$ cat src/hdl/rv_pkg.sv
package rv_pkg;

    parameter int xlen = 32;

    // major opcodes
    parameter logic [6:0] opc_op     = 7'b0110011;
    parameter logic [6:0] opc_op_imm = 7'b0010011;
    parameter logic [6:0] opc_system = 7'b1110011;

    typedef enum logic [3:0] {
        alu_add,
        alu_sub,
        alu_sll,
        alu_slt,
        alu_sltu,
        alu_xor,
        alu_srl,
        alu_sra,
        alu_or,
        alu_and,
        alu_nop,
        alu_halt
    } alu_op_e;

    // decoded instruction handed to execute
    typedef struct packed {
        alu_op_e         op;
        logic [4:0]      rd;
        logic            we;
        logic [xlen-1:0] op1;
        logic [xlen-1:0] op2;
    } uop_t;

    // apb address map
    parameter logic [11:0] imem_base    = 12'h000;
    parameter logic [11:0] reg_base     = 12'h400;
    parameter logic [11:0] ctrl_addr    = 12'h800;
    parameter logic [11:0] status_addr  = 12'h804;
    parameter logic [11:0] retired_addr = 12'h808;

endpackage

$ cat src/hdl/fetch_if.sv
interface fetch_if;

    logic                    valid;
    logic                    ready;
    logic [rv_pkg::xlen-1:0] pc;
    logic [rv_pkg::xlen-1:0] inst;

    modport src (
        output valid,
        output pc,
        output inst,
        input  ready
    );

    modport dst (
        input  valid,
        input  pc,
        input  inst,
        output ready
    );

endinterface

$ cat src/hdl/inst_queue.sv
module inst_queue #(
    parameter int queue_depth = 2
) (
    input  logic clk,
    input  logic rst_n,
    input  logic start,
    fetch_if.dst in,
    fetch_if.src out
);

    localparam int ptr_w = $clog2(queue_depth);

    logic [rv_pkg::xlen-1:0] pc_mem   [queue_depth];
    logic [rv_pkg::xlen-1:0] inst_mem [queue_depth];
    logic [ptr_w-1:0]        wr_ptr;
    logic [ptr_w-1:0]        rd_ptr;
    logic [ptr_w:0]          count;
    logic                    push;
    logic                    pop;

    assign push = in.valid && in.ready;
    assign pop  = out.valid && out.ready;

    assign in.ready  = (count != (ptr_w+1)'(queue_depth));
    assign out.valid = (count != '0);
    assign out.pc    = pc_mem[rd_ptr];
    assign out.inst  = inst_mem[rd_ptr];

    always_ff @(posedge clk) begin
        if (push) begin
            pc_mem[wr_ptr]   <= in.pc;
            inst_mem[wr_ptr] <= in.inst;
        end
    end

    // flush on start so a rerun begins clean
    always_ff @(posedge clk or negedge rst_n) begin
        if (!rst_n) begin
            wr_ptr <= '0;
            rd_ptr <= '0;
            count  <= '0;
        end else if (start) begin
            wr_ptr <= '0;
            rd_ptr <= '0;
            count  <= '0;
        end else begin
            if (push) begin
                wr_ptr <= wr_ptr + 1'b1;
            end
            if (pop) begin
                rd_ptr <= rd_ptr + 1'b1;
            end
            case ({push, pop})
                2'b10:   count <= count + 1'b1;
                2'b01:   count <= count - 1'b1;
                default: count <= count;
            endcase
        end
    end

endmodule

$ cat src/flat_wrapper.sv
// flat-port wrapper written by rule: the top's interface ports become plain ports
module inst_queue_flat 
#(
    parameter int queue_depth = 2
)
  (clk, rst_n, start, in_valid, in_pc, in_inst, in_ready, out_valid, out_pc, out_inst, out_ready);
  fetch_if in_i ();
  fetch_if out_i ();
  input  logic clk;
  input  logic rst_n;
  input  logic start;
  input wire logic [$bits(in_i.valid)-1:0] in_valid;
  input wire logic [$bits(in_i.pc)-1:0] in_pc;
  input wire logic [$bits(in_i.inst)-1:0] in_inst;
  output wire logic [$bits(in_i.ready)-1:0] in_ready;
  output wire logic [$bits(out_i.valid)-1:0] out_valid;
  output wire logic [$bits(out_i.pc)-1:0] out_pc;
  output wire logic [$bits(out_i.inst)-1:0] out_inst;
  input wire logic [$bits(out_i.ready)-1:0] out_ready;
  assign in_i.valid = in_valid;
  assign in_i.pc = in_pc;
  assign in_i.inst = in_inst;
  assign in_ready = in_i.ready;
  assign out_valid = out_i.valid;
  assign out_pc = out_i.pc;
  assign out_inst = out_i.inst;
  assign out_i.ready = out_ready;
  inst_queue #(.queue_depth(queue_depth)) u_core (.clk(clk), .rst_n(rst_n), .start(start), .in(in_i), .out(out_i));
endmodule
$ cat config.mk
export PLATFORM = sky130hd
export DESIGN_NAME = inst_queue_flat
export DESIGN_NICKNAME = d
export VERILOG_FILES = /design/src/hdl/rv_pkg.sv /design/src/hdl/fetch_if.sv /design/src/hdl/inst_queue.sv /design/src/flat_wrapper.sv
export SDC_FILE = /design/constraint.sdc
export NUM_CORES = 1
export LEC_CHECK = 0
export ABC_AREA = 1
export BUFFER_PORTS_ARGS = -buffer_cell sky130_fd_sc_hd__buf_2
export CORE_MARGIN = 4
export CORE_UTILIZATION = 35
export DETAILED_ROUTE_END_ITERATION = 10
export PLACE_DENSITY = 0.67
export SLEW_MARGIN = 30
export SYNTH_ARGS = -nofsm -noshare
export SYNTH_HDL_FRONTEND = slang
export SYNTH_SLANG_ARGS = --single-unit
$ cat constraint.sdc
create_clock -name clk -period 7.1 [get_ports clk]
set_input_delay 1.065 -clock clk [delete_from_list [all_inputs] [get_ports clk]]
set_output_delay 1.065 -clock clk [all_outputs]
set_load 0.03 [all_outputs]
### Word-level counts from Yosys, hierarchy flattened

Memories as Yosys holds them, arrays and structs flattened.
Index checks and enable logic that the tools add are counted.

* register bits after elaboration: 4
* bits in latches: 0
* bits in writable memories: 128
* memory bits (read-only): 0
* bits of input ports: 69
* output and inout bits: 66
* word-level logic and storage cells: 26
* memories kept: 2

* add/sub/neg operators: 4
* multipliers: 0
* divide/modulo/power cells: 0
* order comparisons: 0
* eq/ne operators: 3
* shift-type cells: 0
* multiplexer cells: 8
* bitwise gates (word level): 0
* reduce and logical (&&, ||, !) cells: 6

Memories
* u_core.inst_mem: depth 2, bits a word 32, rd ports 1, clocked after memory_dff 0, wr ports 1, line inst_queue.sv:14 `logic [rv_pkg::xlen-1:0] inst_mem [queue_depth];`
* u_core.pc_mem: depth 2, bits a word 32, rd ports 1, clocked after memory_dff 0, wr ports 1, line inst_queue.sv:13 `logic [rv_pkg::xlen-1:0] pc_mem [queue_depth];`

Operator list (count)
* 2-to-1 mux 1 bit: 6
* nonzero test 2 bit: 3
* one-hot mux 2 bit (2 select lines): 1
* nonzero test 3 bit: 1
* adder 1 bit (second input constant): 2
* adder 2 x 1 -> 2 bit (second input constant): 1
* equality test 2 x 1 -> 1 bit (second input constant): 1
* equality test 2 bit (second input constant): 1
* logical AND 1 bit: 2
* 2-to-1 mux 2 bit: 1
* != test 2 bit (second input constant): 1
* subtractor 2 x 1 -> 2 bit (second input constant): 1

### Logic depth before layout (Yosys ltp)

Gate-level depths: netlist of run 1.

* word-level depth: 5
* depth in mapped cells: 8

### Least setup slack after synthesis of run 1

No wires, ideal clock.

* path type: input port to flip-flop
* from: input port in_valid
* to: memory u_core.inst_mem[1][0] (netlist name), enable pin
* library setup time: 0.488 ns
* data arrival time: 3.839 ns
* data required time: 6.612 ns
* slack: 2.773 ns
* stages on the path: 2
* cells stage by stage: nand2_4 > nor2_1

* word-level cells in the longest chain between the ends: 3

Ends and longest elaborated chain
* start: declaration: line flat_wrapper.sv:12 `input wire logic [$bits(in_i.valid)-1:0] in_valid;`
* logical AND 1 bit: line inst_queue.sv:21 `assign push = in.valid && in.ready;`
* 2-to-1 mux 1 bit: line inst_queue.sv:30 `if (push) begin`
* 2-to-1 mux 1 bit (implied by the code): line inst_queue.sv:32 `inst_mem[wr_ptr] <= in.inst;`
* end: declaration: line inst_queue.sv:14

Every way passes these cells.

### Final worst setup path of run 1

* from: register u_core.rd_ptr
* to: output port out_inst[25]

* word-level cells in the longest chain between the ends: 1

Ends and longest elaborated chain
* start: declaration: line inst_queue.sv:16 `logic [ptr_w-1:0] rd_ptr;`
* start signal: assignment: line inst_queue.sv:51 `rd_ptr <= rd_ptr + 1'b1;`
* memory (2 x 32 bit)
* end: declaration: line flat_wrapper.sv:18 `output wire logic [$bits(out_i.inst)-1:0] out_inst;`

Every way passes these cells.

==> key figures, run 1 <==
Worst setup path
  • Crit-path max cell delay: ~570 ps
  • Slowest CP cell: buf_4
  • CP required: between 6000 and 7000 ps
  • Startpoint Class: flop
  • Crit end category: primary output
  • Most frequent cell on the critical path: nand2_1
  • Critical Path, Cell by Cell: buf_4, nand2_1, nand2_1, buf_2
  • Cell family with most CP delay: buffers and inverters
  • Crit path DAT: approximately 1800 ps
  • CP max FO: 64
  • Buf/Inv on CP: 2
  • CP Class: reg -> out

Status
  • Status: completed

Yosys
  • Cell taking the most area after synthesis: edfxtp_1
  • Top-area cell type share of the netlist area: between 70% and 80%
  • Synth cell types: 19
  • Post-synthesis sequential area ratio: approximately four fifths
  • Synth top cells by count: nand2_1 (197), edfxtp_1 (128), buf_2 (13)
  • Post-synth EDFFs: ~130
  • Most frequent cell after synthesis: nand2_1
  • Syn_nets: 445
  • Ys async rst share: under 10%
  • Synth Instances: 376
  • Area contributors post-synth: edfxtp_1 (78%), nand2_1 (15%), dfrtp_1 (2.0%)
  • #FFs+latches synth: ~130
  • Post-synth top flop: edfxtp_1
  • Synth warnings: 0
  • Mapped cell area: between 0.004 and 0.005 sq mm
  • Avg Inst Size Synth: between 10 and 15 sq um

Drt
  • Via count: 3118
  • Routed len/inst: 13.8 um
  • DR vias/cell: about 4.4
  • DR DRC count: 0
  • Routed Antenna Nets: 0
  • Drt pass-1 iters: 4
  • DRT Wirelength: slightly below 10000 um
  • Initial DRC count: about 100

Clock tree
  • Buffers inserted by post-CTS timing repair: 0
  • Root buffer cell: clkbuf_16
  • Clk buf depth: 2
  • CTS H-tree depth: 4
  • CTS buffer count: 17
  • Cts hold-fix bufs: 0
  • # clock sinks: 132
  • Reg clk slew, reported paths: approximately 50 ps
  • Clock latency on the worst-skew pair: approximately 410 ps
  • Post-CTS Resized: 0
  • CTS tree: yes

Cells and area
  • Ant diodes: 0
  • Final core occ: 46.5%
  • Layout area overhead: 30.1%
  • Layout Cells excl Fill: roughly 700
  • Post-route design area: roughly 0.0065 sq mm
  • Layout cells sized above 1: approximately 33%
  • Final nets: 586
  • Fill count: 1251

STA
  • Fmax achieved: about 350 MHz
  • RSZ-0062 raised after global routing: no
  • Min cycle time layout: roughly 2900 ps
  • Fin crit share: 40.7%
  • Skew final: ~3.3 ps
  • Final Max Slew Viols: 0
  • Fin. Hold Viols: 0
  • # setup viols final: 0
  • Slew @ Worst Pin: 883 ps
  • Max_slew headroom: 41.1%
  • Post-Route Setup TNS: 0 ps

Floorplanning
  • Initial core utilization: about 36%
  • Die width: about 130 um
  • Rows: 43
  • Core ar.: 0.0139 sq mm
  • Die height: between 100 and 150 um
  • Die area: about 0.016 sq mm
  • Top-Level Pins: around 140

Global routing
  • All-Layer GR Usage: about 13%
  • Largest net degree at the start of global routing: 67
  • Number of global-route vias before repair: 3168
  • Global-route wire length before repair: 15400 um
  • Initial antenna violation count: 0
  • Congestion Overflow GR: 0

Place
  • I/O Buffers: between 100 and 150
  • Dpl cell area: 0.00580 sq mm
  • Dpl hpwl: between 6000 and 7000 um
  • Final GP Congestion: 0.757
  • DP Cell Count: just under 700

Pwr
  • Worst vdd ir: 0.179 mV
  • Leakage Power: between 2 and 3 nW
  • PD cells: around 370 mW/mm^2

Run
  • Max-cap viol count: 0

Worst hold path
  • Worst hold path class: in -> async
-- layer usage --
| metal | share of wire [%] | up-vias | routed length [um] | track usage [%] |
|---|---|---|---|---|
| met2 | 52 | 89 | 5070 | 21.9 |
| met5 | 0 | - | 0 | 0 |
| met4 | 1.8 | 0 | 177 | 5.05 |
| li1 | - | 1550 | - | - |
| met3 | 6.8 | 18 | 670 | 5.60 |
| met1 | 40 | 1461 | 3880 | 13.2 |
-- layout make-up --
class / instances / area (sq um) / area share [%]
clock buffer: 19 / 433 / 6.71
clock inverter: 13 / 188 / 2.91
inverter: 8 / 35.0 / 0.543
multi-input combinational: 220 / 905 / 14.0
sequential: 132 / 3950 / 61.2
tap: 180 / 225 / 3.49
timing repair buffer: 138 / 721 / 11.2
-- path summary, 6_finish.rpt --
path	from	endpoint	slack, ps	cells past startpoint
max	u_core.rd_ptr$_DFFE_PN0P_	out_inst[25]	4210	4
min	rst_n	u_core.wr_ptr$_DFFE_PN0P_	460	1
max reg2reg	u_core.count[0]$_DFFE_PN0P_	u_core.pc_mem[1][26]$_DFFE_PP_	5100	5
min reg2reg	u_core.wr_ptr$_DFFE_PN0P_	u_core.wr_ptr$_DFFE_PN0P_	640	2
max in group asynchronous	rst_n	u_core.rd_ptr$_DFFE_PN0P_	6500	1
min in group clk	u_core.wr_ptr$_DFFE_PN0P_	u_core.wr_ptr$_DFFE_PN0P_	640	2
-- power by group --
| part | internal, mW | leakage, nW | switching (mW) |
|---|---|---|---|
| clock | 0.615 | 0.301 | 0.297 |
| sequential | 0.951 | 1.24 | 0.0275 |
| combinational | 0.133 | 1.22 | 0.382 |
| total | 1.70 | 2.77 | 0.707 |
-- metrics by stage --
step / hold slack, ps / setup slack [ps] / total power, mW
2_1_floorplan: 524 / 2770 / 1.36
3_3_place_gp: 609 / 4140 / 1.51
3_5_place_dp: 623 / 4070 / 1.51
4_1_cts: 436 / 4150 / 2.43
5_1_grt: 437 / 4050 / 2.52
6_report: 459 / 4210 / 2.41
-- registers in the layout (all words and copies together), names as in the netlist --
name / cells
u_core.rd_ptr: 1
u_core.inst_mem: 64
u_core.pc_mem: 64
u_core.wr_ptr: 1
u_core.count: 2
-- layout by cell type, fill, tap and decap left out, types with 3 or more instances in the layout --
cell       instances
clkinv_1           4
dfrtp_1            3
inv_1              6
bufinv_16          5
nand2_4            3
buf_2            134
clkbuf_16         17
nand3_1            4
buf_4              3
nor2_1             4
nand2_1          197
clkinv_2           3
edfxtp_1         128
-- logic make-up (layout without fill, tap and decap cells) --
family          count (synthesis)  after routing  synth area share (%)
xor+xnor                        1              1                 0.177
compound gates                  5              5                 0.808
buf+inv                        24            178                  2.50
simple gates                  214            214                  17.0
flops                         132            132                  79.6
No activity file was read; power rests on OpenSTA's default activity.
==> run 2: changes to the inputs <==
clock period = 2.8 ns   (was 7.1 ns; I/O delays follow)
==> key figures, run 2 (synthesis gave the netlist of run 1 again) <==
Status
  • Status: completed (unchanged)

Worst setup path
  • Crit end category: primary output (unchanged)
  • Startpoint Class: flop (unchanged)
  • CP required: 2380 ps (was 6030 ps)
  • Crit path DAT: 1640 ps (was 1820 ps)
  • Reg2Reg Setup Slack: 1130 ps (was 5100 ps)
  • CP Class: reg -> out (unchanged)
  • CP max FO: 35 (was 64)

Worst hold path
  • Worst hold path class: in -> reg (was in -> async)

Drt
  • DRT Wirelength: 10400 um (was 9800 um)
  • Routed Antenna Nets: 0 (unchanged)
  • Initial DRC count: 173 (was 101)
  • Via count: 3211 (was 3118)
  • DR vias/cell: 4.49 (was 4.39)
  • Routed len/inst: 14.6 um (was 13.8 um)
  • DR DRC count: 0 (unchanged)
  • Drt pass-1 iters: 4 (unchanged)

Floorplanning
  • Die width: 127 um (unchanged)
  • Die area: 0.0161 sq mm (unchanged)
  • Rows: 43 (unchanged)
  • Top-Level Pins: 135 (unchanged)
  • Core ar.: 0.0139 sq mm (unchanged)
  • Die height: 127 um (unchanged)
  • Initial core utilization: 35.7% (unchanged)

Cells and area
  • Largest registers: u_core.inst_mem (64), u_core.pc_mem (64), u_core.count (2) (unchanged)
  • Fill count: 1277 (was 1251)
  • Post-route design area: 0.00651 sq mm (was 0.00645 sq mm)
  • Layout cells sized above 1: 34.6% (was 33.4%)
  • Final nets: 591 (was 586)
  • Layout area overhead: 31.3% (was 30.1%)
  • Final core occ: 46.9% (was 46.5%)
  • Layout Cells excl Fill: 715 (was 710)
  • Leading cell types in the layout, fill and taps excluded: nand2_1 (197), buf_2 (134), edfxtp_1 (128), clkbuf_16 (17), buf_4 (8) (was nand2_1 (197), buf_2 (134), edfxtp_1 (128), clkbuf_16 (17), inv_1 (6))
  • Ant diodes: 0 (unchanged)
  • Commonest non-fill, non-tap cell in the layout: nand2_1 (unchanged)

Clock tree
  • CTS H-tree depth: 4 (unchanged)
  • Clk buf depth: 2 (unchanged)
  • Cts hold-fix bufs: 1 (was 0)
  • CTS buffer count: 17 (unchanged)
  • Clock latency on the worst-skew pair: 410 ps (about the same)
  • Buffers inserted by post-CTS timing repair: 0 (unchanged)
  • Root buffer cell: clkbuf_16 (unchanged)
  • Post-CTS Resized: 0 (unchanged)
  • Reg clk slew, reported paths: 60 ps (was 50 ps)
  • CTS tree: yes (unchanged)
  • # clock sinks: 132 (unchanged)

Place
  • Pre-CTS WS: 1090 ps (was 4070 ps)
  • Dpl cell area: 0.00584 sq mm (was 0.00580 sq mm)
  • DP Cell Count: 682 (was 677)
  • Dpl hpwl: 6970 um (was 6180 um)
  • I/O Buffers: 134 (unchanged)
  • Final GP Congestion: 0.733 (was 0.757)

Pwr
  • Leakage Power: 2.81 nW (was 2.77 nW)
  • Worst vdd ir: 0.532 mV (was 0.179 mV)
  • Power consumption: 6.25 mW (was 2.41 mW)
  • PD cells: 960 mW/mm^2 (was 373 mW/mm^2)

STA
  • RSZ-0062 raised after global routing: no (unchanged)
  • Final Max Slew Viols: 0 (unchanged)
  • WHS: 197 ps (was 459 ps)
  • # setup viols final: 0 (unchanged)
  • Final worst setup slack: 738 ps (was 4210 ps)
  • Fmax achieved: ~490 MHz
  • Post-Route Setup TNS: 0 ps (unchanged)
  • Min cycle time layout: 2060 ps
  • Slew @ Worst Pin: 466 ps (was 883 ps)
  • Skew final: 6.35 ps (was 3.28 ps)
  • Fin crit share: about three quarters
  • Max_slew headroom: 68.9% (was 41.1%)
  • Fin. Hold Viols: 0 (unchanged)

Global routing
  • Largest net degree at the start of global routing: 36 (was 67)
  • Number of global-route vias before repair: 3309 (was 3168)
  • Congestion Overflow GR: 0 (unchanged)
  • Global-route wire length before repair: 16500 um (was 15400 um)
  • All-Layer GR Usage: 13.5% (was 12.5%)
  • Initial antenna violation count: 1 (was 0)

Run
  • Max-cap viol count: 0 (unchanged)
==> run 2: worst max-delay path: stages (launching register included) <==
cell and delay [ps]:
dfrtp_2 410, inv_2 60, buf_4 340, nand2_1 90, nand2_1 110, buf_2 210
==> run 2: layout make-up <==
cell class | count | area [sq um] | area share [%]
Clock buffer | 18 | 429 | 6.59
Clock inverter | 14 | 233 | 3.57
Inverter | 8 | 32.5 | 0.500
Multi-Input combinational cell | 220 | 905 | 13.9
Sequential cell | 132 | 3950 | 60.6
Tap cell | 180 | 225 | 3.46
Timing Repair Buffer | 143 | 741 | 11.4
==> run 2: final timing paths <==
check | from | to | cells past startpoint
setup / recovery | u_core.rd_ptr$_DFFE_PN0P_ | out_inst[19] | 5
hold / removal | in_inst[28] | u_core.inst_mem[1][28]$_DFFE_PP_ | 1
setup reg to reg | u_core.count[0]$_DFFE_PN0P_ | u_core.inst_mem[1][14]$_DFFE_PP_ | 5
hold reg to reg | u_core.wr_ptr$_DFFE_PN0P_ | u_core.wr_ptr$_DFFE_PN0P_ | 2
max in group asynchronous | rst_n | u_core.rd_ptr$_DFFE_PN0P_ | 2
min in group asynchronous | rst_n | u_core.wr_ptr$_DFFE_PN0P_ | 2
==> run 2: metal layers <==
metal,track usage (%),vias up,wire [um]
met1,15.2,1538,4240
li1,-,1560,-
met5,0,-,7
met4,4.98,2,133
met2,22.7,94,5270
met3,6.06,17,789
==> run 2: power breakdown <==
group / internal (mW) / switching [mW]
clock: 1.67 / 0.785
combinational: 0.336 / 0.978
sequential: 2.41 / 0.0721
==> run 3: changes to the inputs <==
PLACE_DENSITY = 0.69   (was 0.67)
clock period = 1.81 ns   (was 2.8 ns; I/O delays follow)
==> key figures, run 3 (synthesis gave the netlist of run 1 again) <==
Cells and area
  • Layout cells sized above 1: 36.2% (was 34.6%)
  • Fill count: 1217 (was 1277)
  • Final core occ: 50.2% (was 46.9%)
  • Final nets: 600 (was 591)
  • Largest registers: u_core.inst_mem (64), u_core.pc_mem (64), u_core.count (2) (unchanged)
  • Seq. cell area: 0.00395 sq mm (unchanged)
  • Multi-input gate area: 932 sq um (was 905 sq um)
  • Leading cell types in the layout, fill and taps excluded: nand2_1 (193), edfxtp_1 (128), buf_2 (80), buf_4 (30), clkbuf_16 (21) (was nand2_1 (197), buf_2 (134), edfxtp_1 (128), clkbuf_16 (17), buf_4 (8))
  • Ant diodes: 0 (unchanged)
  • Layout area overhead: 40.5% (was 31.3%)
  • Post-route design area: 0.00697 sq mm (was 0.00651 sq mm)
  • Commonest non-fill, non-tap cell in the layout: nand2_1 (unchanged)

Pwr
  • Worst vdd ir: 0.800 mV (was 0.532 mV)
  • Sequential share of power: 38.8% (was 39.7%)
  • Switching portion of total power: 29.8% (was 29.4%)
  • Combinational Power Share: 25.8% (was 21.0%)
  • Clock share of power: 35.4% (was 39.2%)
  • Internal power: 6.94 mW (was 4.41 mW)
  • PD cells: 1420 mW/mm^2 (was 960 mW/mm^2)
  • Psw: 2.95 mW (was 1.84 mW)
  • Leakage Power: 2.96 nW (was 2.81 nW)

STA
  • Final worst setup slack: 45.0 ps (was 738 ps)
  • Skew final: 5.18 ps (was 6.35 ps)
  • Min cycle time layout: roughly 1800 ps
  • # setup viols final: 0 (unchanged)
  • Fmax achieved: 567 MHz
  • Max_slew headroom: 68.7% (was 68.9%)
  • Post-Route Setup TNS: 0 ps (unchanged)
  • WHS: 47.1 ps (was 197 ps)
  • RSZ-0062 raised after global routing: yes (was no)
  • Fin crit share: 97.5%
  • Fin. Hold Viols: 0 (unchanged)
  • Slew @ Worst Pin: 469 ps (was 466 ps)
  • Final Max Slew Viols: 0 (unchanged)

Global routing
  • Largest net degree at the start of global routing: 35 (was 36)
  • All-Layer GR Usage: 12.9% (was 13.5%)
  • Initial antenna violation count: 0 (was 1)
  • Number of global-route vias before repair: 3181 (was 3309)
  • Congestion Overflow GR: 0 (unchanged)
  • Global-route wire length before repair: 15800 um (was 16500 um)

Drt
  • DR DRC count: 0 (unchanged)
  • DR vias/cell: 4.46 (was 4.49)
  • Initial DRC count: 158 (was 173)
  • Routed Antenna Nets: 0 (unchanged)
  • DRT Wirelength: 10500 um (was 10400 um)
  • Drt pass-1 iters: 4 (unchanged)
  • Via count: 3227 (was 3211)
  • Routed len/inst: 14.5 um (was 14.6 um)

Clock tree
  • CTS tree: yes (unchanged)
  • Clk buf depth: 2 (unchanged)
  • Reg clk slew, reported paths: 50 ps (was 60 ps)
  • CTS buffer count: 17 (unchanged)
  • Root buffer cell: clkbuf_16 (unchanged)
  • Clock latency on the worst-skew pair: 410 ps (about the same)
  • # clock sinks: 132 (unchanged)
  • CTS H-tree depth: 4 (unchanged)

Floorplanning
  • Die area: 0.0161 sq mm (unchanged)
  • Die height: 127 um (unchanged)
  • Rows: 43 (unchanged)
  • Initial core utilization: 35.7% (unchanged)
  • Core ar.: 0.0139 sq mm (unchanged)
  • Die width: 127 um (unchanged)
  • Top-Level Pins: 135 (unchanged)

Place
  • Dpl hpwl: 6730 um (was 6970 um)
  • Final GP Congestion: 0.758 (was 0.733)
  • I/O Buffers: 134 (unchanged)
  • Dpl cell area: 0.00595 sq mm (was 0.00584 sq mm)
  • Pre-CTS WS: 289 ps (was 1090 ps)

Status
  • Status: completed (unchanged)

Worst setup path
  • Crit path DAT: 1490 ps (was 1640 ps)
  • CP required: 1540 ps (was 2380 ps)
  • Worst reg2reg path depth: 5 (unchanged)
  • Startpoint Class: flop (unchanged)
  • CP max FO: 8 (was 35)
  • Crit end category: primary output (unchanged)
  • CP Class: reg -> out (unchanged)

Run
  • Max-cap viol count: 0 (unchanged)

Worst hold path
  • Cell depth of the worst hold path: 1 (unchanged)
  • Worst hold path class: in -> reg (unchanged)
==> run 3: changes by cell type in the layout (fill, tap and decap cells not counted), moves of 4 or more <==
cell / change
buf_12: +9
buf_6: +13
nand2_2: +4
buf_4: +22
nand2_1: -4
clkbuf_4: +12
buf_2: -54
clkbuf_16: +4
==> run 3: area by class of cell <==
| cell class | count | area share, % |
|---|---|---|
| Clock buffer | 17 | 6.11 |
| Clock inverter | 15 | 2.69 |
| Inverter | 8 | 0.682 |
| Multi-Input combinational cell | 220 | 13.4 |
| Sequential cell | 132 | 56.6 |
| Tap cell | 180 | 3.23 |
| Timing Repair Buffer | 151 | 17.2 |
| Timing Repair inverter | 1 | 0.126 |
==> run 3: through the flow <==
| stage | cells | total power, mW |
|---|---|---|
| floorplan | 376 | 5.33 |
| CTS | 718 | 9.70 |
| detailed placement | 684 | 6.05 |
| finish | 724 | 9.89 |
| global placement | 684 | 6.01 |
| global route | 724 | 10.3 |
==> run 3: worst paths after layout <==
path	start	end	slack, ps
max in group asynchronous	rst_n	u_core.rd_ptr$_DFFE_PN0P_	1450
setup reg to reg	u_core.count[0]$_DFFE_PN0P_	u_core.inst_mem[1][18]$_DFFE_PP_	280
hold / removal	in_inst[1]	u_core.inst_mem[0][1]$_DFFE_PP_	50
hold reg to reg	u_core.wr_ptr$_DFFE_PN0P_	u_core.wr_ptr$_DFFE_PN0P_	630
min in group asynchronous	rst_n	u_core.count[1]$_DFFE_PN0P_	220
setup / recovery	u_core.rd_ptr$_DFFE_PN0P_	out_pc[4]	50
==> run 3: critical path, cell delays in order, from the launching register on <==
cell and delay [ps]:
dfrtp_2 410, buf_12 150, clkinv_4 90, clkbuf_16 150
nand2_1 50, nand2_1 60, clkbuf_4 180
==> run 3: power groups by stage <==
stage	combinational, mW	sequential (mW)	clock, mW
global route	2.73	3.86	3.75
finish	2.55	3.84	3.50
CTS	2.26	3.85	3.59
floorplan	1.48	3.85	0
global placement	2.12	3.89	0
detailed placement	2.15	3.90	0
==> run 3: repair_timing <==
action                                  CTS  global route
resized for setup                        23            88
gates cloned                              1             5
hold endpoints to repair                  4             0
hold buffers                              1             0
buffers inserted                          0             1
endpoints found under the setup margin   32            41
==> run 3: routing by layer <==
layer / up-vias / routed length [um] / global-route usage, %
li1: 1581 / - / -
met1: 1523 / 4080 / 14.4
met2: 113 / 5550 / 22.3
met3: 10 / 781 / 5.52
met4: 0 / 107 / 4.23
met5: - / 0 / 0
